## src/cam_defines.svh

```systemverilog
// ###################################################################
// Camera path constants: frame size, raster timing and field widths
// ###################################################################
`ifndef CAM_DEFINES_SVH
`define CAM_DEFINES_SVH

// Scaled-down frame, sizes both buffers and all address counters
`define CAM_FRAME_W 16
`define CAM_FRAME_H 12
`define CAM_ADDR_W 8

// Raster totals and sync windows (syncs are active low)
`define CAM_H_TOTAL 24
`define CAM_V_TOTAL 16
`define CAM_HSYNC_START 18
`define CAM_HSYNC_END 20
`define CAM_VSYNC_START 13
`define CAM_VSYNC_END 14

// Pixel fields
`define CAM_PIX_W 12
`define CAM_GRAY_W 4

`endif
```

## src/cam_pkg.sv

```systemverilog
// ###################################################################
// Camera path types: pixel, address, intensity and sequencer state
// ###################################################################
`include "cam_defines.svh"

package cam_pkg;

    // RGB444, red in the top nibble
    typedef logic [`CAM_PIX_W-1:0] pixel_t;

    // Linear address, row * width + column
    typedef logic [`CAM_ADDR_W-1:0] pix_addr_t;

    typedef logic [`CAM_GRAY_W-1:0] gray_t;

    // Mode of the top-level sequencer
    typedef enum logic [1:0] {
        NORMAL,
        GRAY,
        EDGE,
        SHOW
    } cam_state_t;

endpackage

```

## src/frame_ram.sv

```systemverilog
// ###################################################################
// Frame buffer: one read/write port, one read-only display port
// ###################################################################
`timescale 1ns/1ps
`include "cam_defines.svh"

module frame_ram (
    input  logic               clk_25_vga,
    input  logic               a_we,
    input  cam_pkg::pix_addr_t a_addr,
    input  cam_pkg::pixel_t    a_wdata,
    output cam_pkg::pixel_t    a_rdata,
    input  cam_pkg::pix_addr_t b_addr,
    output cam_pkg::pixel_t    b_rdata
);
    localparam int DEPTH = `CAM_FRAME_W * `CAM_FRAME_H;

    cam_pkg::pixel_t mem [DEPTH];

    // Port A returns the old word on a write
    always_ff @(posedge clk_25_vga) begin
        if (a_we) begin
            mem[a_addr] <= a_wdata;
        end
        a_rdata <= mem[a_addr];
    end

    always_ff @(posedge clk_25_vga) begin
        b_rdata <= mem[b_addr];
    end

endmodule

```

## config.mk

```make
export PLATFORM = sky130hd
export DESIGN_NAME = frame_ram
export DESIGN_NICKNAME = d
export VERILOG_FILES = /design/src/cam_pkg.sv /design/src/frame_ram.sv
export VERILOG_INCLUDE_DIRS = /design/src
export SDC_FILE = /design/constraint.sdc
export NUM_CORES = 2
export LEC_CHECK = 0
export ABC_AREA = 0
export CORE_MARGIN = 2
export CORE_UTILIZATION = 35
export DETAILED_ROUTE_END_ITERATION = 7
export DONT_BUFFER_PORTS = 1
export PLACE_DENSITY = 0.46
export SLEW_MARGIN = 20
export SYNTH_ARGS = -nofsm -noshare
export SYNTH_HDL_FRONTEND = slang
export SYNTH_SLANG_ARGS = --single-unit
```

## constraint.sdc

```tcl
create_clock -name clk_25_vga -period 7.5 [get_ports clk_25_vga]
set_clock_uncertainty 0.1 [all_clocks]
set_input_delay 0 -clock clk_25_vga [delete_from_list [all_inputs] [get_ports clk_25_vga]]
set_output_delay 0 -clock clk_25_vga [all_outputs]
set_load 0.05 [all_outputs]
```

**Yosys cells after proc, flatten, opt, wreduce, memory -nomap -nowiden**

Memory sizes are Yosys's and may differ from the RTL's. A register that Yosys moved wholly into a read port is not among the register bits.
Cells that the tools add are included.

- Register bits: 0
- Bits in writable memories: 2,304
- Input port bits: 30
- Output and inout port bits: 24
- Word-level logic and storage cells: 3
- Memories: 1

- Mux-type cells: 2

Memories:

| memory | depth | width | rd ports | clocked after memory_dff | write ports | line | source |
|---|---|---|---|---|---|---|---|
| mem | 192 | 12 | 2 | 2 | 1 | frame_ram.sv:18 | `cam_pkg::pixel_t mem [DEPTH];` |

Operators by type and width:

| operator | count |
|---|---|
| $mux W1 | 2 |

**Longest topological paths before layout**

- Depth after elaboration: 2
- Depth in mapped cells: 12
- Gate-level depth less buffers: 6

**Worst setup path after synthesis**

Ideal clock, no wire load.

- Kind: input port to flip-flop
- From: input port a_addr[0]
- To: memory mem[141][0] (netlist bit) (enable)
- Setup time: 0.380 ns
- Data arrival time: 2.189 ns
- Data required time: 7.020 ns
- Slack: 4.830 ns
- Stages: 10
- Path through: buf_2 -> buf_6 -> buf_4 -> buf_4 -> buf_4 -> nor2b_1 -> and2_1 -> clkbuf_1 -> nand2_1 -> nor2_1

RTL lines:

| item | line | source |
|---|---|---|
| start: declaration | frame_ram.sv:10 | `input cam_pkg::pix_addr_t a_addr,` |
| end: declaration | frame_ram.sv:18 |  |

Straight into the memory's write port.

==> PnR_summary.wiki <==
{| class="wikitable"
! Metric !! Value
|-
| Endpoint of the worst register-to-register path || a_rdata[0]$_DFF_P_
|-
| Die area || slightly above 300000 um^2
|-
| Routed via count || 63987
|-
| MaxCap Viol Count || 0
|-
| Pin slew with the least headroom to its limit || 1445 ps
|-
| Result of the run || finished, final reports clean
|-
| Fraction of layout instances using a drive strength above 1 || 33.43%
|-
| Sinks on Clock Net || approximately 2300
|-
| Maximum number of pins on one net before global-route repair || 559
|-
| Vias in the first global route || between 60000 and 70000
|-
| Post-cts gate resize count || 0
|-
| Quantity of I/O buffers inserted on ports || 0
|-
| Setup repair after global routing missed its margin || false
|-
| Number of standard cells after synthesis || around 5400
|-
| Utilization after layout || a little over 40%
|-
| CTS Buffer Depth || 4
|-
| Largest family of logic cells by synthesized area || multiplexers
|-
| Source of the worst register-to-register timing path || mem[43][0]$_DFFE_PP_
|-
| Critical setup path kind || in -> reg
|-
| Setup total negative slack || 0 ps
|-
| CP arrival || 5880 ps
|-
| Synthesis-stage register bit count || 2328
|-
| IO Count || 54
|-
| Synthesized area per cell || about 20 um^2
|-
| Root Buffer || clkbuf_16
|-
| Post-Synthesis Cell Area || about 110000 um^2
|-
| Iteration-0 DRC Markers || approximately 11000
|-
| Total Wirelength || 445.3 mm
|-
| Number of distinct library cells after synthesis || between 60 and 70
|-
| Count of endpoints failing hold in the final timing report || 0
|-
| Sink of the worst hold path || mem[184][8]$_DFFE_PP_
|-
| Leakage power total || 38.13 nW
|-
| Fraction of the yosys area taken by sequential cells || between 60% and 70%
|-
| CTS tree || built
|-
| Hold Startpoint || a_wdata[8]
|-
| Critical path required time || a little over 8000 ps
|-
| Inst Count DP || slightly above 9000
|-
| Number of buffers created by CTS || between 200 and 300
|-
| Area growth from synthesis to layout || 14.59%
|-
| Area fraction in and, or, nand and nor cells after synthesis || between 2 and 3%
|-
| Mux contribution to synthesized area || about a quarter
|-
| Highest cell delay on the worst timing path || slightly above 900 ps
|-
| Post-route antenna net violation count || 0
|-
| Worst rel slew slack || 3.677%
|-
| Cell class contributing the biggest share of worst-path delay || buffers and inverters
|-
| Crit path buf inv count || 5
|-
| Clock-pin slew on the worst setup and hold paths || ~60 ps
|-
| Worst-Skew Late Latency || a little over 900 ps
|-
| Standard cell with the maximum stage delay on the critical path || a211oi_1
|-
| Post-synthesis compound-gate area fraction || 4.206%
|-
| Routed length per instance || roughly 45 um
|-
| Worst VDD drop || between 0.00015 and 0.0002 V
|-
| Setup-violating endpoint count in the final report || 0
|-
| Area of the core || 305800 um^2
|-
| Buffers inserted by post-CTS timing repair || 0
|-
| Adder-cell share of the synthesized area || 0%
|-
| Synth warnings || 0
|-
| Total power divided by cell area || approximately 250 nW/um^2
|-
| Minimum clock period || 5184 ps
|-
| Share of the synthesized netlist area taken by xor and xnor gates || 0%
|-
| Chip width || 558.4 um
|-
| Kind of end point of the critical path || flip-flop
|-
| Post-detailed-placement half-perimeter wirelength || around 260 mm
|-
| Startpoint type of the worst setup path || input pin
|-
| Top achievable clock speed || between 0.15 and 0.2 GHz
|-
| Effective utilization at floorplan || roughly a third
|-
| Highest fanout seen on the critical path || 97
|-
| Initial antenna violation count || 42
|-
| Final worst path period share || between 60% and 70%
|-
| Depth of the worst hold-timing path || 2
|-
| Final non-filler cell total || between 9000 and 10000
|-
| Final Wtd Congestion || a little under 0.9
|-
| Min-Delay Path Class || in -> reg
|-
| Most used flip-flop cell after synthesis || edfxtp_1
|-
| Number of flops mapped to enable cells by yosys || about 2300
|-
| Syn Nets || ~5400
|-
| Y dimension of the die || 558.4 um
|-
| Worst path cell trace || buf_16 -> buf_16 -> buf_16 -> mux4_2 -> a22o_1 -> a221oi_1 -> o22ai_1 -> a211oi_1 -> o311ai_1 -> dlygate4sd3_1 -> buf_4
|-
| Overflow left after global routing || 0
|-
| Ys async rst share || 0%
|-
| Top cell by count, worst path || buf_16
|-
| Average vias per placed instance || ~6.4
|-
| Remaining design rule violation count || 0
|-
| Number of optimization iterations in the first detailed-route pass || 5
|-
| Final Slew Violations || 0
|-
| Row count || 203
|-
| Stages on the worst setup path || 11
|-
| Worst R2R Path Depth || 8
|-
| NumNets Final || 5664
|-
| Total track usage || between 20% and 30%
|-
| Reg2reg setup slack || 3180 ps
|-
| Wire length of the first global-routing pass || between 500 and 600 mm
|-
| # H-tree levels || 5
|}
[placed cells by master, fill, tap and decap left out, types with 31 or more instances in the layout]
| cell type | instances |
|---|---|
| nor2_1 | 206 |
| a21oi_1 | 69 |
| nand2_1 | 129 |
| o22ai_1 | 105 |
| clkinv_1 | 51 |
| clkinv_2 | 52 |
| buf_16 | 38 |
| clkbuf_16 | 285 |
| a211oi_1 | 31 |
| edfxtp_1 | 2304 |
| clkbuf_1 | 66 |
| a22oi_1 | 216 |
| a22o_1 | 32 |
| nand3_1 | 79 |
| mux2i_1 | 199 |
| buf_4 | 279 |
| dlygate4sd3_1 | 70 |
| mux4_2 | 1132 |
[logic make-up after synthesis]
family,Yosys count
compound gates,627
buf+inv,433
flops,2328
mux,1356
simple gates,643
[synth_stat cells, drive strengths merged (8+ instances only)]
cell type / number / area (um^2)
nand2b: 23 / 143.9
buf: 300 / 2086
nor4: 18 / 112.6
nor3: 28 / 140.1
o211a: 9 / 90.09
o221ai: 28 / 245.2
nor2: 241 / 914.6
nand3: 79 / 395.4
nand2: 131 / 491.7
a32oi: 10 / 87.58
and2: 18 / 112.6
mux2: 25 / 281.5
nand4: 18 / 112.6
mux2i: 199 / 1992
a211oi: 36 / 270.3
edfxtp: 2304 / 69190
o21ai: 24 / 120.1
o2111ai: 8 / 70.07
a22oi: 216 / 1622
dfxtp: 24 / 480.5
a31oi: 18 / 112.6
a21oi: 70 / 350.3
mux4: 1132 / 25490
o211ai: 9 / 67.56
nor2b: 39 / 244.0
a22o: 32 / 280.3
and3: 17 / 106.4
o22ai: 105 / 656.9
clkbuf: 130 / 488.0
a221oi: 26 / 227.7
[metrics by stage]
stage / setup WS (ps) / hold slack [ps] / power, W / area (um^2)
2_1_floorplan: 4830 / -1.131 / 0.01603 / 107600
5_1_grt: 2164 / 25.13 / 0.03100 / 123200
3_5_place_dp: 3260 / 10.86 / 0.01659 / 112700
3_3_place_gp: 2649 / 10.36 / 0.01659 / 112600
6_report: 2316 / 61.57 / 0.03032 / 123300
4_1_cts: 3097 / 1.203 / 0.03020 / 122800
[how the worst max path moves through the flow]
stage / startpoint / to / slack (ps)
after CTS: b_addr[4] / b_rdata[7]$_DFF_P_ / 3100
after global routing: a_addr[0] / a_rdata[0]$_DFF_P_ / 2160
after global placement: b_addr[0] / b_rdata[5]$_DFF_P_ / 2650
after floorplan: a_addr[0] / mem[141][0]$_DFFE_PP_ / 4830
final: a_addr[0] / a_rdata[0]$_DFF_P_ / 2320
after detailed placement: b_addr[0] / b_rdata[8]$_DFF_P_ / 3260
[repair_timing]
action / in CTS / in global routing
hold buffers: 92 / 0
endpoints found under the setup margin: 0 / 0
endpoints found under the hold margin: 3073 / 0
[registers in the layout, summed over array words and instances (netlist names)]
signal,count
b_rdata,12
a_rdata,12
mem,2304
[layout make-up]
class                   instances  area, um^2
flip-flops and latches       2328       69670
fillers                     27334      182500
inverters                       3       13.76
repair buffers                397        4011
clock inverters               146        1261
clock buffers                 360        7503
well taps                    4100        5130
diodes                         26       65.06
multi-input cells            2626       35620
[per-layer routing]
metal  global-route usage [%]  routed length [um]  vias to the layer above
li1                         -                   -                    24083
met3                    5.784               40410                      752
met2                    43.39              203000                     3811
met4                    14.28               25630                       12
met5                        0                  79                        -
met1                    38.35              176100                    35329
[power breakdown]
group	internal [W]	switching [W]	total (W)
logic	0.000892	0.00160	0.00250
registers	0.0144	0.000174	0.0145
clock network	0.00762	0.00567	0.0133
No activity file was read; power rests on OpenSTA's default activity.
