`src/cam_defines.svh`:
```
// ###################################################################
// Camera path constants: frame size, raster timing and field widths
// ###################################################################
`ifndef CAM_DEFINES_SVH
`define CAM_DEFINES_SVH

// Scaled-down frame, sizes both buffers and all address counters
`define CAM_FRAME_W 16
`define CAM_FRAME_H 12
`define CAM_ADDR_W 8

// Raster totals and sync windows (syncs are active low)
`define CAM_H_TOTAL 24
`define CAM_V_TOTAL 16
`define CAM_HSYNC_START 18
`define CAM_HSYNC_END 20
`define CAM_VSYNC_START 13
`define CAM_VSYNC_END 14

// Pixel fields
`define CAM_PIX_W 12
`define CAM_GRAY_W 4

`endif
```
`src/cam_pkg.sv`:
```
// ###################################################################
// Camera path types: pixel, address, intensity and sequencer state
// ###################################################################
`include "cam_defines.svh"

package cam_pkg;

    // RGB444, red in the top nibble
    typedef logic [`CAM_PIX_W-1:0] pixel_t;

    // Linear address, row * width + column
    typedef logic [`CAM_ADDR_W-1:0] pix_addr_t;

    typedef logic [`CAM_GRAY_W-1:0] gray_t;

    // Mode of the top-level sequencer
    typedef enum logic [1:0] {
        NORMAL,
        GRAY,
        EDGE,
        SHOW
    } cam_state_t;

endpackage

```
`src/edge_pass.sv`:
```
// ###################################################################
// Edge pass: two-neighbour gradient of buffer one into buffer two
// ###################################################################
`timescale 1ns/1ps
`include "cam_defines.svh"

module edge_pass (
    input  logic               clk_25_vga,
    input  logic               reset_global,
    input  logic               start,
    output logic               done,
    output logic               req,
    output cam_pkg::pix_addr_t addr,
    input  logic               ack,
    input  cam_pkg::pixel_t    rdata,
    output logic               out_we,
    output cam_pkg::pix_addr_t out_addr,
    output cam_pkg::pixel_t    out_wdata
);
    localparam int W    = `CAM_FRAME_W;
    localparam int H    = `CAM_FRAME_H;
    localparam int LAST = W * H - 1;

    typedef enum logic [2:0] {IDLE, SETUP, XFER, REL, WRITE, FIN} edge_state_t;

    edge_state_t        state;
    cam_pkg::pix_addr_t pos;
    logic [$clog2(W)-1:0] col;
    logic [$clog2(H)-1:0] row;
    // Read index: 0 centre, 1 right, 2 lower
    logic [1:0]         k;
    cam_pkg::gray_t     g_c;
    cam_pkg::gray_t     g_r;
    cam_pkg::gray_t     g_d;
    cam_pkg::gray_t     d_r;
    cam_pkg::gray_t     d_d;
    cam_pkg::gray_t     edge_val;
    logic [4:0]         diff_sum;
    logic               border;

    assign border   = (col == W - 1) || (row == H - 1);
    assign d_r      = (g_c > g_r) ? g_c - g_r : g_r - g_c;
    assign d_d      = (g_c > g_d) ? g_c - g_d : g_d - g_c;
    assign diff_sum = d_r + d_d;
    // Saturate at full scale
    assign edge_val = diff_sum[4] ? 4'hF : diff_sum[3:0];

    assign out_we    = (state == WRITE);
    assign out_addr  = pos;
    assign out_wdata = border ? '0 : {edge_val, edge_val, edge_val};

    always_ff @(posedge clk_25_vga or posedge reset_global) begin
        if (reset_global) begin
            state <= IDLE;
            req   <= 1'b0;
            addr  <= '0;
            done  <= 1'b0;
            pos   <= '0;
            col   <= '0;
            row   <= '0;
            k     <= '0;
        end else begin
            case (state)
                IDLE: begin
                    if (start) begin
                        pos   <= '0;
                        col   <= '0;
                        row   <= '0;
                        state <= SETUP;
                    end
                end
                // Border pixels skip the reads and write zero
                SETUP: begin
                    if (border) begin
                        state <= WRITE;
                    end else begin
                        addr  <= pos;
                        k     <= '0;
                        req   <= 1'b1;
                        state <= XFER;
                    end
                end
                XFER: begin
                    if (ack) begin
                        req   <= 1'b0;
                        state <= REL;
                    end
                end
                REL: begin
                    if (!ack) begin
                        if (k == 2'd2) begin
                            state <= WRITE;
                        end else begin
                            k     <= k + 1'b1;
                            addr  <= (k == 2'd0) ? pos + 1'b1
                                                 : pos + cam_pkg::pix_addr_t'(W);
                            req   <= 1'b1;
                            state <= XFER;
                        end
                    end
                end
                WRITE: begin
                    if (pos == cam_pkg::pix_addr_t'(LAST)) begin
                        done  <= 1'b1;
                        state <= FIN;
                    end else begin
                        pos <= pos + 1'b1;
                        if (col == W - 1) begin
                            col <= '0;
                            row <= row + 1'b1;
                        end else begin
                            col <= col + 1'b1;
                        end
                        state <= SETUP;
                    end
                end
                default: begin
                    if (!start) begin
                        done  <= 1'b0;
                        state <= IDLE;
                    end
                end
            endcase
        end
    end

    // Buffer one holds gray pixels, so the low nibble is the intensity
    always_ff @(posedge clk_25_vga) begin
        if (state == XFER && ack) begin
            case (k)
                2'd0:    g_c <= rdata[3:0];
                2'd1:    g_r <= rdata[3:0];
                default: g_d <= rdata[3:0];
            endcase
        end
    end

    // Written address stays in the frame and agrees with the border row and column
    a_out_in_frame: assert property (@(posedge clk_25_vga) disable iff (reset_global)
        out_we |-> (out_addr <= cam_pkg::pix_addr_t'(LAST))
                   && (out_addr == cam_pkg::pix_addr_t'(row * W + col)));

endmodule

```
`config.mk`:
```
export PLATFORM = sky130hd
export DESIGN_NAME = edge_pass
export DESIGN_NICKNAME = d
export VERILOG_FILES = /design/src/cam_pkg.sv /design/src/edge_pass.sv
export VERILOG_INCLUDE_DIRS = /design/src
export SDC_FILE = /design/constraint.sdc
export NUM_CORES = 1
export LEC_CHECK = 0
export ABC_AREA = 0
export BUFFER_PORTS_ARGS = -buffer_cell sky130_fd_sc_hd__buf_2
export CELL_PAD_IN_SITES_DETAIL_PLACEMENT = 1
export CELL_PAD_IN_SITES_GLOBAL_PLACEMENT = 2
export CORE_AREA = 2 2 92 94
export DETAILED_ROUTE_END_ITERATION = 12
export DIE_AREA = 0 0 94 96
export PLACE_DENSITY_LB_ADDON = 0.1
export SYNTH_ARGS = -nofsm -noshare
export SYNTH_HDL_FRONTEND = slang
export SYNTH_SLANG_ARGS = --single-unit
```
`constraint.sdc`:
```
create_clock -name clk_25_vga -period 4.98 [get_ports clk_25_vga]
set_input_delay 0.996 -clock clk_25_vga [delete_from_list [all_inputs] [get_ports clk_25_vga]]
set_output_delay 0.996 -clock clk_25_vga [all_outputs]
set_load 0.01 [all_outputs]
```
# Yosys cells after proc, flatten, opt, wreduce, memory -nomap -nowiden
# Cells that the tools add are included.
[totals]
reg_bits = 43
latchBits = 0
ram_bits = 0
romBits = 0
in_bits = 16
word_cells = 101
mem_count = 0
[classes]
add_sub_neg = 10
mul = 0
div = 0
order_cmp = 2
n_eq_ne = 19
n_shift = 0
mux = 39
bitwise = 2
n_reduce_logical = 18
[op_table]
columns = ["cell", "n"]
rows = [
  ["$mux W8", 6],
  ["$mux W4", 8],
  ["$pmux W8 S2", 2],
  ["$mux W3", 7],
  ["$pmux W4 S2", 2],
  ["$sub A4 B4 Y4", 4],
  ["$pmux W3 S5", 1],
  ["$mux W12", 1],
  ["$ne A2 B2 Y1 const B", 6],
  ["$reduce_and A4 Y1", 3],
  ["$add A4 B1 Y4 const B", 2],
  ["$add A8 B1 Y8 const B", 1],
  ["$add A8 B5 Y8 const B", 1],
  ["$eq A4 B4 Y1 const B", 2],
  ["$eq A8 B8 Y1 const B", 1],
  ["$gt A4 B4 Y1", 2],
  ["$eq A3 B2 Y1 const B", 2],
  ["$mux W1", 6],
  ["$mux W2", 3],
  ["$ne A2 B1 Y1 const B", 3],
  ["$ne A6 B1 Y1 const B", 1],
  ["$reduce_and A2 Y1", 3],
  ["$reduce_and A3 Y1", 2],
  ["$add A4 B4 Y5", 1],
  ["18 further kinds", 20],
]

# Depth between registers and ports, before layout
[depth]
depth_word = 5
mapped_depth = 15
ltp_nobuf = 14

# Least setup slack after synthesis
# No wires, ideal clock.
[synth_timing]
kind = "register to output"
from = "register g_c[0]"
to = "output port out_wdata[11]"
t_arrival_ps = 2921
required_time_ps = 3984
setup_slack_ps = 1063
path_stages_with_launch = 15
n_path_buf = 1
path_cell_list = "edfxtp_1 > inv_1 > ha_1 > inv_1 > fa_1 > a21o_1 > a21oi_1 > a41oi_1 > o21ai_0 > ha_1 > a21o_1 > a21oi_1 > xor2_1 > a21oi_1 > buf_4"
[synth_between]
elab_chain_len = 5
elab_cells_between_ends = 11
[synth_rtl]
columns = ["element", "line", "source"]
rows = [
  ["from (decl)", "edge_pass.sv:32", "cam_pkg::gray_t g_c;"],
  ["from (signal assigned)", "edge_pass.sv:131", "2'd0: g_c <= rdata[3:0];"],
  ["$sub A4 B4 Y4 (tied with other cells)", "edge_pass.sv:42", "assign d_r = (g_c > g_r) ? g_c - g_r : g_r - g_c;"],
  ["$mux W4 (on tied branches)", "edge_pass.sv:42, edge_pass.sv:43", ""],
  ["$add A4 B4 Y5 (*)", "edge_pass.sv:44", "assign diff_sum = d_r + d_d;"],
  ["$mux W4 (*)", "edge_pass.sv:46", "assign edge_val = diff_sum[4] ? 4'hF : diff_sum[3:0];"],
  ["$mux W12 (*)", "edge_pass.sv:50", "assign out_wdata = border ? '0 : {edge_val, edge_val, edge_val};"],
  ["to (decl)", "edge_pass.sv:18", "output cam_pkg::pixel_t out_wdata"],
]
# Every way passes the cells marked *; elsewhere a longest branch is shown, timed or not.

# Worst setup path after layout
[layout_timing]
from = "register g_c[0]"
to = "output port out_wdata[0]"
# Same word-level chain as after synthesis.

==> reports/results.ini <==
[outcome]
status = finished, final reports clean

[final_layout]
multiInputGateArea_um2 = 1510
drive_above_1_share = 0.210
final_cell_mix = buf_2, dfrtp_1, inv_1
fillers = 923
final_common_cell = buf_2
fin_util = 0.393
nets = 354
seqCellArea_um2 = 1140
syn_to_final_growth_pct = 11.3
fin_cells = 415
n_antenna_cell = 0

[sta]
finalHoldViolations = 0
rsz0062_at_grt = false
finalSetupViolations = 0
clock_skew_ps = 5.53
finalCriticalPeriod_ps = 4480
setup_tns_ps = 0
min_period_over_period = 0.900
worstMarginPinSlew_ps = 637
maxSlewViolCount = 0
max_slew_margin = 0.571
final.setup.worst_slack_ps = 496
clock.fmax_ghz = 0.223

[clocking]
postCtsSetupBuffers = 0
cts-root-buf = clkbuf_8
cts_buffers = 5
htree_num_levels = 2
clkTransAtPathRegs_ps = 80
cts_tree = done
cts_resized = 0
hold_buffers = 0
cts_sinks = 43
clock_latency_ps = 290
cts_buffer_depth = 2

[logic_synthesis]
yosysTopAreaCellShare = 0.273
synth_edf_count = 12
syn_inst = 278
synth-seq-area-share = 0.400
synth_largest_area_cell = dfrtp_1
synth_nets = 323
yosys-top-cells-area = dfrtp_1, edfxtp_1, ha_1, inv_1, fa_1
syn_area_um2 = 2840
synthArstFlopShare = 0.721
ys.warnings.count = 0
dominantRegCellSynth = dfrtp_1
syn_avg_cell_area_um2 = 10.2
ys_seq_elements = 43
synth.distinct_cells = 57

[worst_setup_path]
critPathMaxFanout = 4
cp-end-kind = output pin
arrival_ps = 3490
criticalPathCategory = register to output pin
critPathLaunchType = register
cp.required_ps = 3980

[die]
die-area_um2 = 9020
die_x_um = 94
row_count = 33
die_h_um = 96
initial_core_util = 0.353
pin_count = 47
core_area_um2 = 8050

[detailed_routing]
dr.pass1.iters = 4
wire_per_inst_um = 15.4
drt_iter0_markers = 75
drtAntennaViolNets = 0
drc_errors = 0
vias = 2094
wl_um = 6400
viasPerCell = 5.05

[power_and_ir_drop]
power_density_nw_per_um2 = 496
cellLeakagePower_nw = 1.53
ir_drop_mv = 0.143

[global_route]
grt_usage = 0.149
globalRouteOverflowTotal = 0
grt_pass1_wl_um = 10400
grt_pass1_vias = 2086
grt_start_max_net_pins = 32
antenna_found_initial = 0

[hold_path]
hp-class = register to register

[run]
drv_cap = 0

[place]
gp_congestion = 0.744
hpwl_um = 5070
dp_cells = 407
portBuffers = 38
dpl_worst_slack_ps = 766

[cells by family after synthesis]
family,count (synthesis),synth area share
AO/OA/AOI/OAI,66,0.150
AND/OR/NAND/NOR,64,0.125
buffers and inverters,43,0.0692
flip-flops,43,0.400
adder cells (fa/ha/maj),29,0.141
multiplexers,17,0.0656
XOR/XNOR,16,0.0493
[area by class of cell]
type,count,share of cell area
Clock inverter,3,0.00475
Tap cell,105,0.0416
Multi-Input combinational cell,192,0.477
Inverter,28,0.0332
Timing Repair Buffer,39,0.0625
Clock buffer,5,0.0218
Sequential cell,43,0.359
[synthesized netlist by cell type, types with 2 or more instances]
| library cell | count |
|---|---|
| nand2b_1 | 3 |
| ha_1 | 24 |
| xnor2_1 | 9 |
| nand2_1 | 15 |
| a21o_1 | 10 |
| o31ai_1 | 3 |
| a211oi_1 | 2 |
| nor3_1 | 4 |
| nand3b_1 | 3 |
| fa_1 | 5 |
| a32o_1 | 2 |
| inv_1 | 27 |
| dfrtp_1 | 31 |
| nand4_1 | 2 |
| clkbuf_1 | 3 |
| and3_1 | 2 |
| edfxtp_1 | 12 |
| o21a_1 | 3 |
| and2_1 | 3 |
| a21oi_1 | 19 |
| buf_4 | 8 |
| mux2_2 | 8 |
| mux2i_1 | 7 |
| o22ai_1 | 2 |
| nand3_1 | 8 |
| o21ai_0 | 14 |
| xor2_1 | 7 |
| nor2_1 | 9 |
| nor4_1 | 2 |
| buf_2 | 4 |
[critical path: stages (launching register included)]
cell      delay (ps)
edfxtp_1         430
inv_1            110
ha_1             160
inv_1             80
fa_1             400
a21o_1           170
a21oi_1          140
a41oi_1          110
nand2_1          130
o21ai_0          190
fa_1             510
a21o_1           190
a21oi_1          270
a21oi_1          140
buf_2            160
[layer usage]
metal / GRT usage / share of wire
met5: 0 / 0
met4: 0.0254 / 0.0064
met3: 0.0243 / 0.023
met2: 0.282 / 0.54
met1: 0.179 / 0.43
[registers in the layout (all words and copies together) (netlist names)]
register	flops
k	2
row	4
out_addr	8
g_c	4
req	1
col	4
state	3
g_d	4
g_r	4
done	1
addr	8
[stage by stage]
stage / hold slack (ps) / area (µm²) / power, mW
after floorplan: 478 / 2840 / 1.22
after global placement: 461 / 3080 / 1.37
after detailed placement: 478 / 3080 / 1.38
after CTS: 499 / 3160 / 1.60
after global routing: 519 / 3160 / 1.73
final: 493 / 3160 / 1.57
[report_power, final]
group	internal (mW)	switching [mW]
clock	0.0962	0.120
sequential	0.434	0.0950
combinational	0.359	0.464
[worst paths after layout]
path / start / end / slack, ps / depth (start not counted)
worst max-delay path: g_c[0] / out_wdata[0] / 500 / 14
max in group asynchronous: reset_global / out_addr[2] / 3900 / 3
min in group asynchronous: reset_global / k[0] / 770 / 3
worst min-delay path: req / req / 490 / 1
worst min register to register: req / req / 490 / 1
worst max register to register: state[0] / row[1] / 2830 / 7
(Power assumes the default switching activity.)
