==> src/cam_defines.svh <==
// ###################################################################
// Camera path constants: frame size, raster timing and field widths
// ###################################################################
`ifndef CAM_DEFINES_SVH
`define CAM_DEFINES_SVH

// Scaled-down frame, sizes both buffers and all address counters
`define CAM_FRAME_W 16
`define CAM_FRAME_H 12
`define CAM_ADDR_W 8

// Raster totals and sync windows (syncs are active low)
`define CAM_H_TOTAL 24
`define CAM_V_TOTAL 16
`define CAM_HSYNC_START 18
`define CAM_HSYNC_END 20
`define CAM_VSYNC_START 13
`define CAM_VSYNC_END 14

// Pixel fields
`define CAM_PIX_W 12
`define CAM_GRAY_W 4

`endif
==> src/cam_pkg.sv <==
// ###################################################################
// Camera path types: pixel, address, intensity and sequencer state
// ###################################################################
`include "cam_defines.svh"

package cam_pkg;

    // RGB444, red in the top nibble
    typedef logic [`CAM_PIX_W-1:0] pixel_t;

    // Linear address, row * width + column
    typedef logic [`CAM_ADDR_W-1:0] pix_addr_t;

    typedef logic [`CAM_GRAY_W-1:0] gray_t;

    // Mode of the top-level sequencer
    typedef enum logic [1:0] {
        NORMAL,
        GRAY,
        EDGE,
        SHOW
    } cam_state_t;

endpackage

==> src/buf_arbiter.sv <==
// ###################################################################
// Buffer one arbiter: fixed priority capture, gray, edge, 4-phase acks
// ###################################################################
`timescale 1ns/1ps
`include "cam_defines.svh"

module buf_arbiter (
    input  logic               clk_25_vga,
    input  logic               reset_global,
    input  logic               cap_req,
    input  logic               cap_we,
    input  cam_pkg::pix_addr_t cap_addr,
    input  cam_pkg::pixel_t    cap_wdata,
    output logic               cap_ack,
    input  logic               gray_req,
    input  logic               gray_we,
    input  cam_pkg::pix_addr_t gray_addr,
    input  cam_pkg::pixel_t    gray_wdata,
    output logic               gray_ack,
    input  logic               edge_req,
    input  cam_pkg::pix_addr_t edge_addr,
    output logic               edge_ack,
    output cam_pkg::pixel_t    rdata,
    output logic               ram_we,
    output cam_pkg::pix_addr_t ram_addr,
    output cam_pkg::pixel_t    ram_wdata,
    input  cam_pkg::pixel_t    ram_rdata
);
    typedef enum logic [1:0] {IDLE, ACCESS, ACK, RELEASE} arb_state_t;

    arb_state_t state;
    // One-hot: bit 0 capture, bit 1 gray, bit 2 edge
    logic [2:0] grant;
    logic [2:0] reqs;
    logic       sel_we;

    assign reqs = {edge_req, gray_req, cap_req};

    always_ff @(posedge clk_25_vga or posedge reset_global) begin
        if (reset_global) begin
            state <= IDLE;
            grant <= '0;
        end else begin
            case (state)
                IDLE: begin
                    if (|reqs) begin
                        grant <= cap_req ? 3'b001 : (gray_req ? 3'b010 : 3'b100);
                        state <= ACCESS;
                    end
                end
                ACCESS: state <= ACK;
                // ack stays up until the winner drops req
                ACK: begin
                    if (!(|(grant & reqs))) begin
                        state <= RELEASE;
                    end
                end
                default: state <= IDLE;
            endcase
        end
    end

    // RAM port follows the registered grant
    always_comb begin
        ram_addr  = cap_addr;
        ram_wdata = cap_wdata;
        sel_we    = cap_we;
        if (grant[1]) begin
            ram_addr  = gray_addr;
            ram_wdata = gray_wdata;
            sel_we    = gray_we;
        end else if (grant[2]) begin
            ram_addr = edge_addr;
            sel_we   = 1'b0;
        end
    end

    assign ram_we   = (state == ACCESS) && sel_we;
    // Read word is registered by the RAM and valid during ACK
    assign rdata    = ram_rdata;
    assign cap_ack  = (state == ACK) && grant[0];
    assign gray_ack = (state == ACK) && grant[1];
    assign edge_ack = (state == ACK) && grant[2];

    // A requester starts a new access only once its previous ack is low
    a_req_after_ack: assert property (@(posedge clk_25_vga) disable iff (reset_global)
        !(($rose(cap_req) && $past(cap_ack)) || ($rose(gray_req) && $past(gray_ack))
          || ($rose(edge_req) && $past(edge_ack))));

    a_req_held: assert property (@(posedge clk_25_vga) disable iff (reset_global)
        (state == ACCESS) |-> |(grant & reqs));

endmodule

==> config.mk <==
export PLATFORM = sky130hd
export DESIGN_NAME = buf_arbiter
export DESIGN_NICKNAME = d
export VERILOG_FILES = /design/src/cam_pkg.sv /design/src/buf_arbiter.sv
export VERILOG_INCLUDE_DIRS = /design/src
export SDC_FILE = /design/constraint.sdc
export NUM_CORES = 1
export LEC_CHECK = 0
export ABC_AREA = 1
export BUFFER_PORTS_ARGS = -buffer_cell sky130_fd_sc_hd__buf_2
export CAP_MARGIN = 20
export CORE_ASPECT_RATIO = 1.25
export CORE_UTILIZATION = 28
export CTS_CLUSTER_SIZE = 12
export DETAILED_ROUTE_END_ITERATION = 16
export PLACE_DENSITY = 0.76
export SYNTH_ARGS = -nofsm -noshare
export SYNTH_HDL_FRONTEND = slang
export SYNTH_SLANG_ARGS = --single-unit
==> constraint.sdc <==
create_clock -name clk_25_vga -period 1.45 [get_ports clk_25_vga]
set_clock_uncertainty 0.2 [all_clocks]
set_input_delay 0.29 -clock clk_25_vga [delete_from_list [all_inputs] [get_ports clk_25_vga]]
set_output_delay 0.29 -clock clk_25_vga [all_outputs]
set_load 0.02 [all_outputs]
* Word-level counts from Yosys, hierarchy flattened
Index checks and enable logic that the tools add are counted.
Operators by class: equality and inequality tests 4, multiplexer cells 10, bitwise gates (word level) 1, reductions and logical operators 9
Operators by type and width (number):
- 8-bit two-way mux | 2
- 12-bit two-way mux | 1
- 3-bit two-way mux | 2
- 2-bit case mux with 3 select lines | 1
- 3-bit OR reduction | 2
- 1-bit logical AND | 4
- 2-bit two-way mux | 2
- 2-bit inequality test (second input constant) | 2
- 2-bit AND reduction | 2
- 3-bit bitwise AND | 1
- 2-bit by 1-bit == test with 1-bit output (second input constant) | 1
- 2-bit == test (second input constant) | 1
- 2-bit logical NOT | 1
- 1-bit two-way mux | 2
Storage, ports and cells: bits in registers 5, output and inout bits 36

* Logic depth before layout (Yosys ltp)
Gate-level depths: netlist of run 1.
depth in word-level cells 4, depth in mapped cells 7

* Worst setup path before layout of run 1
No wires, ideal clock.
path type flip-flop to output port, from reg grant[2], to out ram_addr[0], arrival time 1.032 ns, data required time 0.960 ns, path slack -0.072 ns, cell stages (with the launch flop) 5, cells stage by stage dfrtp_1 buf_6 inv_2 nand2_1 a21oi_1
Between the ends: longest elaborated chain between the ends 2
RTL lines:
- start: declaration | line buf_arbiter.sv:33 | logic [2:0] grant;
- start signal: assignment | line buf_arbiter.sv:47 | grant <= cap_req ? 3'b001 : (gray_req ? 3'b010 : 3'b100);
- 8-bit two-way mux | line buf_arbiter.sv:72 | end else if (grant[2]) begin
- 8-bit two-way mux | line buf_arbiter.sv:68 | if (grant[1]) begin
- end: declaration | line buf_arbiter.sv:25 | output cam_pkg::pix_addr_t ram_addr,
Every way passes these cells.

* Final worst setup path of run 1
from reg grant[1], to out ram_wdata[6]
Between the ends: longest elaborated chain between the ends 1
RTL lines:
- 12-bit two-way mux | line buf_arbiter.sv:68
- end: declaration | line buf_arbiter.sv:26 | output cam_pkg::pixel_t ram_wdata,
Every way passes these cells.

==> results of run 1 <==
## placed cells by master (no fill, tap or decap)
cell	instances
o21ai_0	1
nand2_1	46
buf_12	2
inv_1	7
nand3_1	3
inv_4	1
dfrtp_2	2
dlygate4sd3_1	1
nand3_2	2
clkbuf_1	1
dfrtp_1	3
o21ai_1	1
or2_2	1
nand2_4	1
ha_4	1
ha_1	1
buf_2	55
clkbuf_4	3
a21oi_1	3
buf_4	12
buf_6	25
nor2_4	2
nor2_2	8
clkinv_4	1
ha_2	1
nand2_2	14
nor2_1	1
inv_2	2
a21oi_2	15
## stage by stage
step / area (um2) / setup TNS, ps
finish: 1540 / -5790
global route: 1540 / -7070
CTS: 1400 / -5630
detailed placement: 1190 / -229
global placement: 1190 / -29.6
floorplan: 802 / 0
## logic make-up (layout without fill, tap and decap cells)
kind of cell | Yosys count | in the layout | share of synthesized area
AOI/OAI and AO/OA | 20 | 20 | 0.130
and+or+nand+nor | 78 | 78 | 0.418
buffers and inverters | 29 | 110 | 0.241
adders and majority gates | 3 | 3 | 0.0488
DFF | 5 | 5 | 0.163
## layer usage
metal	vias to the layer above	routed length [um]	part of all wire
met1	535	1130	0.35
met4	0	79	0.025
met2	64	1670	0.52
met3	10	319	0.10
li1	566	-	-
met5	-	0	0
## critical path, cell delays in order, from the launching register on
cell and delay [ps]:
dfrtp_2 440, buf_6 160, buf_6 110, nand2_1 70, nand2_1 100, buf_6 150
## flip-flops by register name (all words and copies together), names as in the netlist
signal / cells
grant: 3
state: 2
## power groups by stage
| stage | clock network [mW] | registers [mW] | logic, mW |
|---|---|---|---|
| floorplan | 0 | 0.252 | 1.31 |
| global placement | 0 | 0.278 | 1.81 |
| detailed placement | 0 | 0.281 | 1.82 |
| CTS | 0.164 | 0.286 | 2.21 |
| global route | 0.178 | 0.327 | 2.70 |
| finish | 0.160 | 0.314 | 2.53 |
## what timing repair did
action	4_1_cts	5_1_grt
cloned	0	1
resized for setup	51	39
endpoints found under the setup margin	24	25
setup buffers	3	2
endpoints found under the hold margin	5	0
hold buffers	1	0
pin swaps	4	4
## worst max path at each step
stage,from,endpoint,slack [ps],cells after the start
3_3_place_gp,state[1],ram_we,-10,5
6_report,grant[1],ram_wdata[6],-300,5
3_5_place_dp,state[1],ram_we,-40,5
4_1_cts,grant[1],ram_addr[6],-260,5
2_1_floorplan,grant[2],ram_addr[0],30,4
5_1_grt,grant[2],ram_addr[7],-350,4
## area by class of cell
type / instances / share of cell area
well taps: 33 / 0.0268
clock buffers: 4 / 0.0171
multi-input cells: 101 / 0.389
flip-flops and latches: 5 / 0.0829
inverters: 11 / 0.0317
repair buffers: 95 / 0.453
==> reports/results.tsv, run 1 <==
metric	value	unit
power.switching	1.46	mW
final_max_slew_viol_count	0	
yosysWarnings	0	
synth_top_area_share	0.283	
grt_use_met1	0.165	
portBuffers	78	
grt_pass1_vias	982	
p_leak	0.851	nW
synth_nets	205	
syn_area	769	um2
p_sw_frac	0.488	
power	3.00	mW
cts_buffers	3	
dieArea	2960	um2
grt_usage	0.165	
synthTopCellsByCount	58 x nand2_1, 18 x a21oi_1, 14 x buf_4, 10 x nor2_1, 9 x inv_1	
combPwrFrac	0.842	
intPower	1.54	mW
cts_max_level	1	
reg2reg_from	state[1]	
stdcell_count	249	
drcViolationCount	0	
final_util	0.609	
clock_latency	240	ps
finalCritPeriodShare	1.21	
ant_nets	0	
hold-path-cell-count	3	
overflow	0	
min_from	gray_req	
setup_viol	24	
avgSynthCellArea	5.70	um2
fin_hold_ws	135	ps
cp_max_fo	8	
hold_end	grant[1]	
path_class	flip-flop to output pin	
ys.flop_type	dfrtp_1	
coreArea	2530	um2
arrival	1260	ps
clkPwrFrac	0.053	
grt_max_degree	11	
worstSetupEndpointType	output pin	
finalWorstSetupSlack	-305	ps
rsz0062_at_grt	true	
routed_via_density	4.72	
final-hold-violation-count	0	
drt-total-wl	3.20	mm
vdd_ir_drop_max	0.988	mV
grt_use_met3	0.0652	
cts_tree	yes	
rows	20	
hold_path.class	primary input to flip-flop	
antenna_found_initial	0	
drt_pre_antenna_iters	4	
yosysMostFrequentCell	nand2_1	
die-width	48.9	um
yosysUniqueCellTypes	16	
synthArstFlopShare	1.00	
fin_nets	287	
antenna_cells	0	
rr_worst_depth	5	
cts_buffer_depth	2	
finalCriticalPeriod	1750	ps
synth-edff-count	0	
tightestPinTransition	213	ps
grt.met2_usage	0.306	
path_clk_slew	40	ps
dp_slack	-37.9	ps
postSynthCellCount	135	
drtIter0Drc	46	
multiInputGateArea	598	um2
dpl.hpwl	1.93	mm
cts_sinks	5	
area_delta_synth_final	100	%
cp.required	960	ps
io_pins	103	
synth-seq-cells	5	
p_per_area	1950	nW/um2
initial_core_util	0.304	
drv_cap	0	
top_usage_layer	met2	
pwr-share-seq	0.105	
violations	negative setup slack	
fill_cells	195	
place.gp.congestion	0.773	
ff_latch_area	128	um2
fmax	0.570	GHz
ff2ff_setup_slack	50	ps
synthTopCellsByArea	nand2_1 28%, dfrtp_1 16%, buf_4 14%, a21oi_1 12%, ha_1 4.9%	
start_kind	flip-flop	
r2r_end	state[0]	
die_h	60.6	um
dpl.cell_count	238	
drive_gt1_frac	0.685	
yosysTopAreaCell	nand2_1	
status	complete, but fails checks	
via_count	1175	
max_slew_margin	0.858	
cts_root_buf	clkbuf_4	
wl_per_cell	12.8	um
grt_pass1_wl	3.86	mm
seq_area_frac_synth	0.163	
(Power assumes the default switching activity.)
==> run 2, diff against run 1 <==
ABC_AREA = 0   (was 1)
CORE_UTILIZATION = 27   (was 28)
CTS_CLUSTER_DIAMETER = 80   (was default)
PLACE_DENSITY = 0.77   (was 0.76)
==> reports/results.tsv, run 2 <==
metric	value	unit
status	complete, but fails checks	
violations	negative setup slack	
yosysTopAreaCell	mux2_2	
max_slew_margin	0.779	
start_kind	flip-flop	
synth_top_area_share	0.190	
area_delta_synth_final	124	%
drcViolationCount	0	
tightestPinTransition	322	ps
p_leak	0.831	nW
synthArstFlopShare	1.00	
place.gp.congestion	0.748	
synthTopCellsByCount	12 x buf_4, 12 x mux2_2, 9 x o21ai_0, 8 x mux2i_1, 8 x nand2_1	
coreArea	2480	um2
rsz0062_at_grt	true	
drv_cap	0	
grt_usage	0.172	
cts_sinks	5	
antenna_cells	0	
via_count	1024	
grt_pass1_wl	3.47	mm
final-hold-violation-count	0	
top_usage_layer	met2	
placed_area	1210	um2
clock_latency	240	ps
die-width	47.9	um
cts_tree	yes	
grt.met2_usage	0.355	
cts_root_buf	clkbuf_4	
path_class	flip-flop to output pin	
cts_buffers	3	
dpl.hpwl	2.02	mm
path_clk_slew	40	ps
grt_use_met3	0.0335	
reg_top3	grant: 3 flops, state: 2 flops	
stdcell_area	1600	um2
cp.required	960	ps
yosysUniqueCellTypes	24	
synth_nets	152	
drive_gt1_frac	0.810	
intPower	1.97	mW
largest_register	grant	
grt_max_degree	29	
ant_nets	0	
arrival	1350	ps
layout_commonest_cell	buf_2	
worstSetupEndpointType	output pin	
drt-total-wl	3.63	mm
grt_pass1_vias	852	
cts_buffer_depth	2	
initial_core_util	0.287	
synth-seq-cells	5	
p_sw_frac	0.422	
synth-edff-count	0	
overflow	0	
io_pins	103	
avgSynthCellArea	8.68	um2
cts_max_level	1	
finalCriticalPeriod	1840	ps
yosysWarnings	0	
setup_viol	26	
tns	-8550	ps
wl_per_cell	18.1	um
die_h	59.4	um
final_max_slew_viol_count	0	
layout_common_cells	54 x buf_2, 24 x buf_6, 13 x mux2_4, 13 x buf_4, 7 x nand2_1	
grt_use_met1	0.142	
drtIter0Drc	17	
cp_max_fo	3	
power	3.40	mW
rows	20	
drt_pre_antenna_iters	4	
p_per_area	2130	nW/um2
synthTopCellsByArea	mux2_2 19%, dfrtp_1 18%, buf_4 13%, mux2i_1 11%, o21ai_0 6.3%	
ys.flop_type	dfrtp_1	
finalWorstSetupSlack	-394	ps
pwr-share-seq	0.100	
syn_area	712	um2
dieArea	2850	um2
largest_reg_flops	3	
fin_nets	239	
power.switching	1.43	mW
finalCritPeriodShare	1.27	
antenna_found_initial	0	
clkPwrFrac	0.046	
combPwrFrac	0.854	
fmax	0.542	GHz
hold_path.class	primary input to flip-flop	
seq_area_frac_synth	0.176	
postSynthCellCount	82	
portBuffers	78	
fin_hold_ws	193	ps
vdd_ir_drop_max	1.31	mV
routed_via_density	5.09	
==> run 2: cell types whose count changed in the layout (fill, tap and decap cells not counted), moves of 3 or more <==
cell	change
nand2_1	-39
a21oi_2	-15
nand2_2	-14
mux2_4	+13
nor2_2	-8
mux2i_1	+6
inv_1	-5
o21ai_1	+4
and2_4	+3
nand3_1	-3
o21ai_2	+3
==> run 2: cell type report <==
type	count	area, um2
fillers	180	880
repair buffers	98	768
flip-flops and latches	5	128
inverters	4	15.0
well taps	33	41.3
multi-input cells	57	619
clock buffers	4	26.3
==> run 2: cell families after synthesis <==
logic type | after synthesis | share of synthesized area
fa+ha+maj | 3 | 0.0527
compound gates | 18 | 0.174
mux | 21 | 0.323
flops | 5 | 0.176
buf+inv | 20 | 0.174
simple gates | 15 | 0.100
==> run 2: final timing paths <==
| check | to | cells after the start | slack, ps | from |
|---|---|---|---|---|
| worst max-delay path | ram_we | 5 | -390 | state[1] |
| worst min-delay path | grant[1] | 3 | 190 | cap_req |
| worst max register to register | state[1] | 6 | -250 | state[0] |
| worst min register to register | state[0] | 2 | 440 | state[0] |
| max in group asynchronous | grant[2] | 3 | 570 | reset_global |
| min in group asynchronous | state[0] | 3 | 290 | reset_global |
==> run 2: metrics by stage <==
step	cells	setup slack, ps	utilization
floorplan	82	-203	-
detailed placement	188	-232	0.487
global placement	188	-189	0.487
global route	201	-434	0.645
CTS	196	-385	0.547
finish	201	-394	0.645
==> run 2: worst max-delay path: stages, from the launching register on <==
cell     delay [ps]
dfrtp_1         440
inv_2            90
buf_4           140
ha_1            170
nor2b_2         150
buf_6           130
==> run 2: per-layer routing <==
metal | wire, um | vias to the layer above
met4 | 223 | 0
met3 | 342 | 25
met2 | 1870 | 84
li1 | - | 452
met5 | 0 | -
met1 | 1200 | 463
==> run 2: what timing repair did <==
item | 4_1_cts | 5_1_grt
gates cloned | 0 | 2
setup buffers | 3 | 3
hold endpoints to repair | 5 | 0
hold buffers | 1 | 0
pin swaps | 4 | 5
resized for setup | 28 | 48
setup endpoints to repair | 26 | 26
==> run 2: power groups by stage <==
stage	combinational (mW)	clock (mW)	sequential, mW
after CTS	2.22	0.168	0.294
after global routing	3.03	0.180	0.347
after detailed placement	1.91	0	0.295
final	2.90	0.158	0.338
after global placement	1.86	0	0.287
after floorplan	1.39	0	0.276
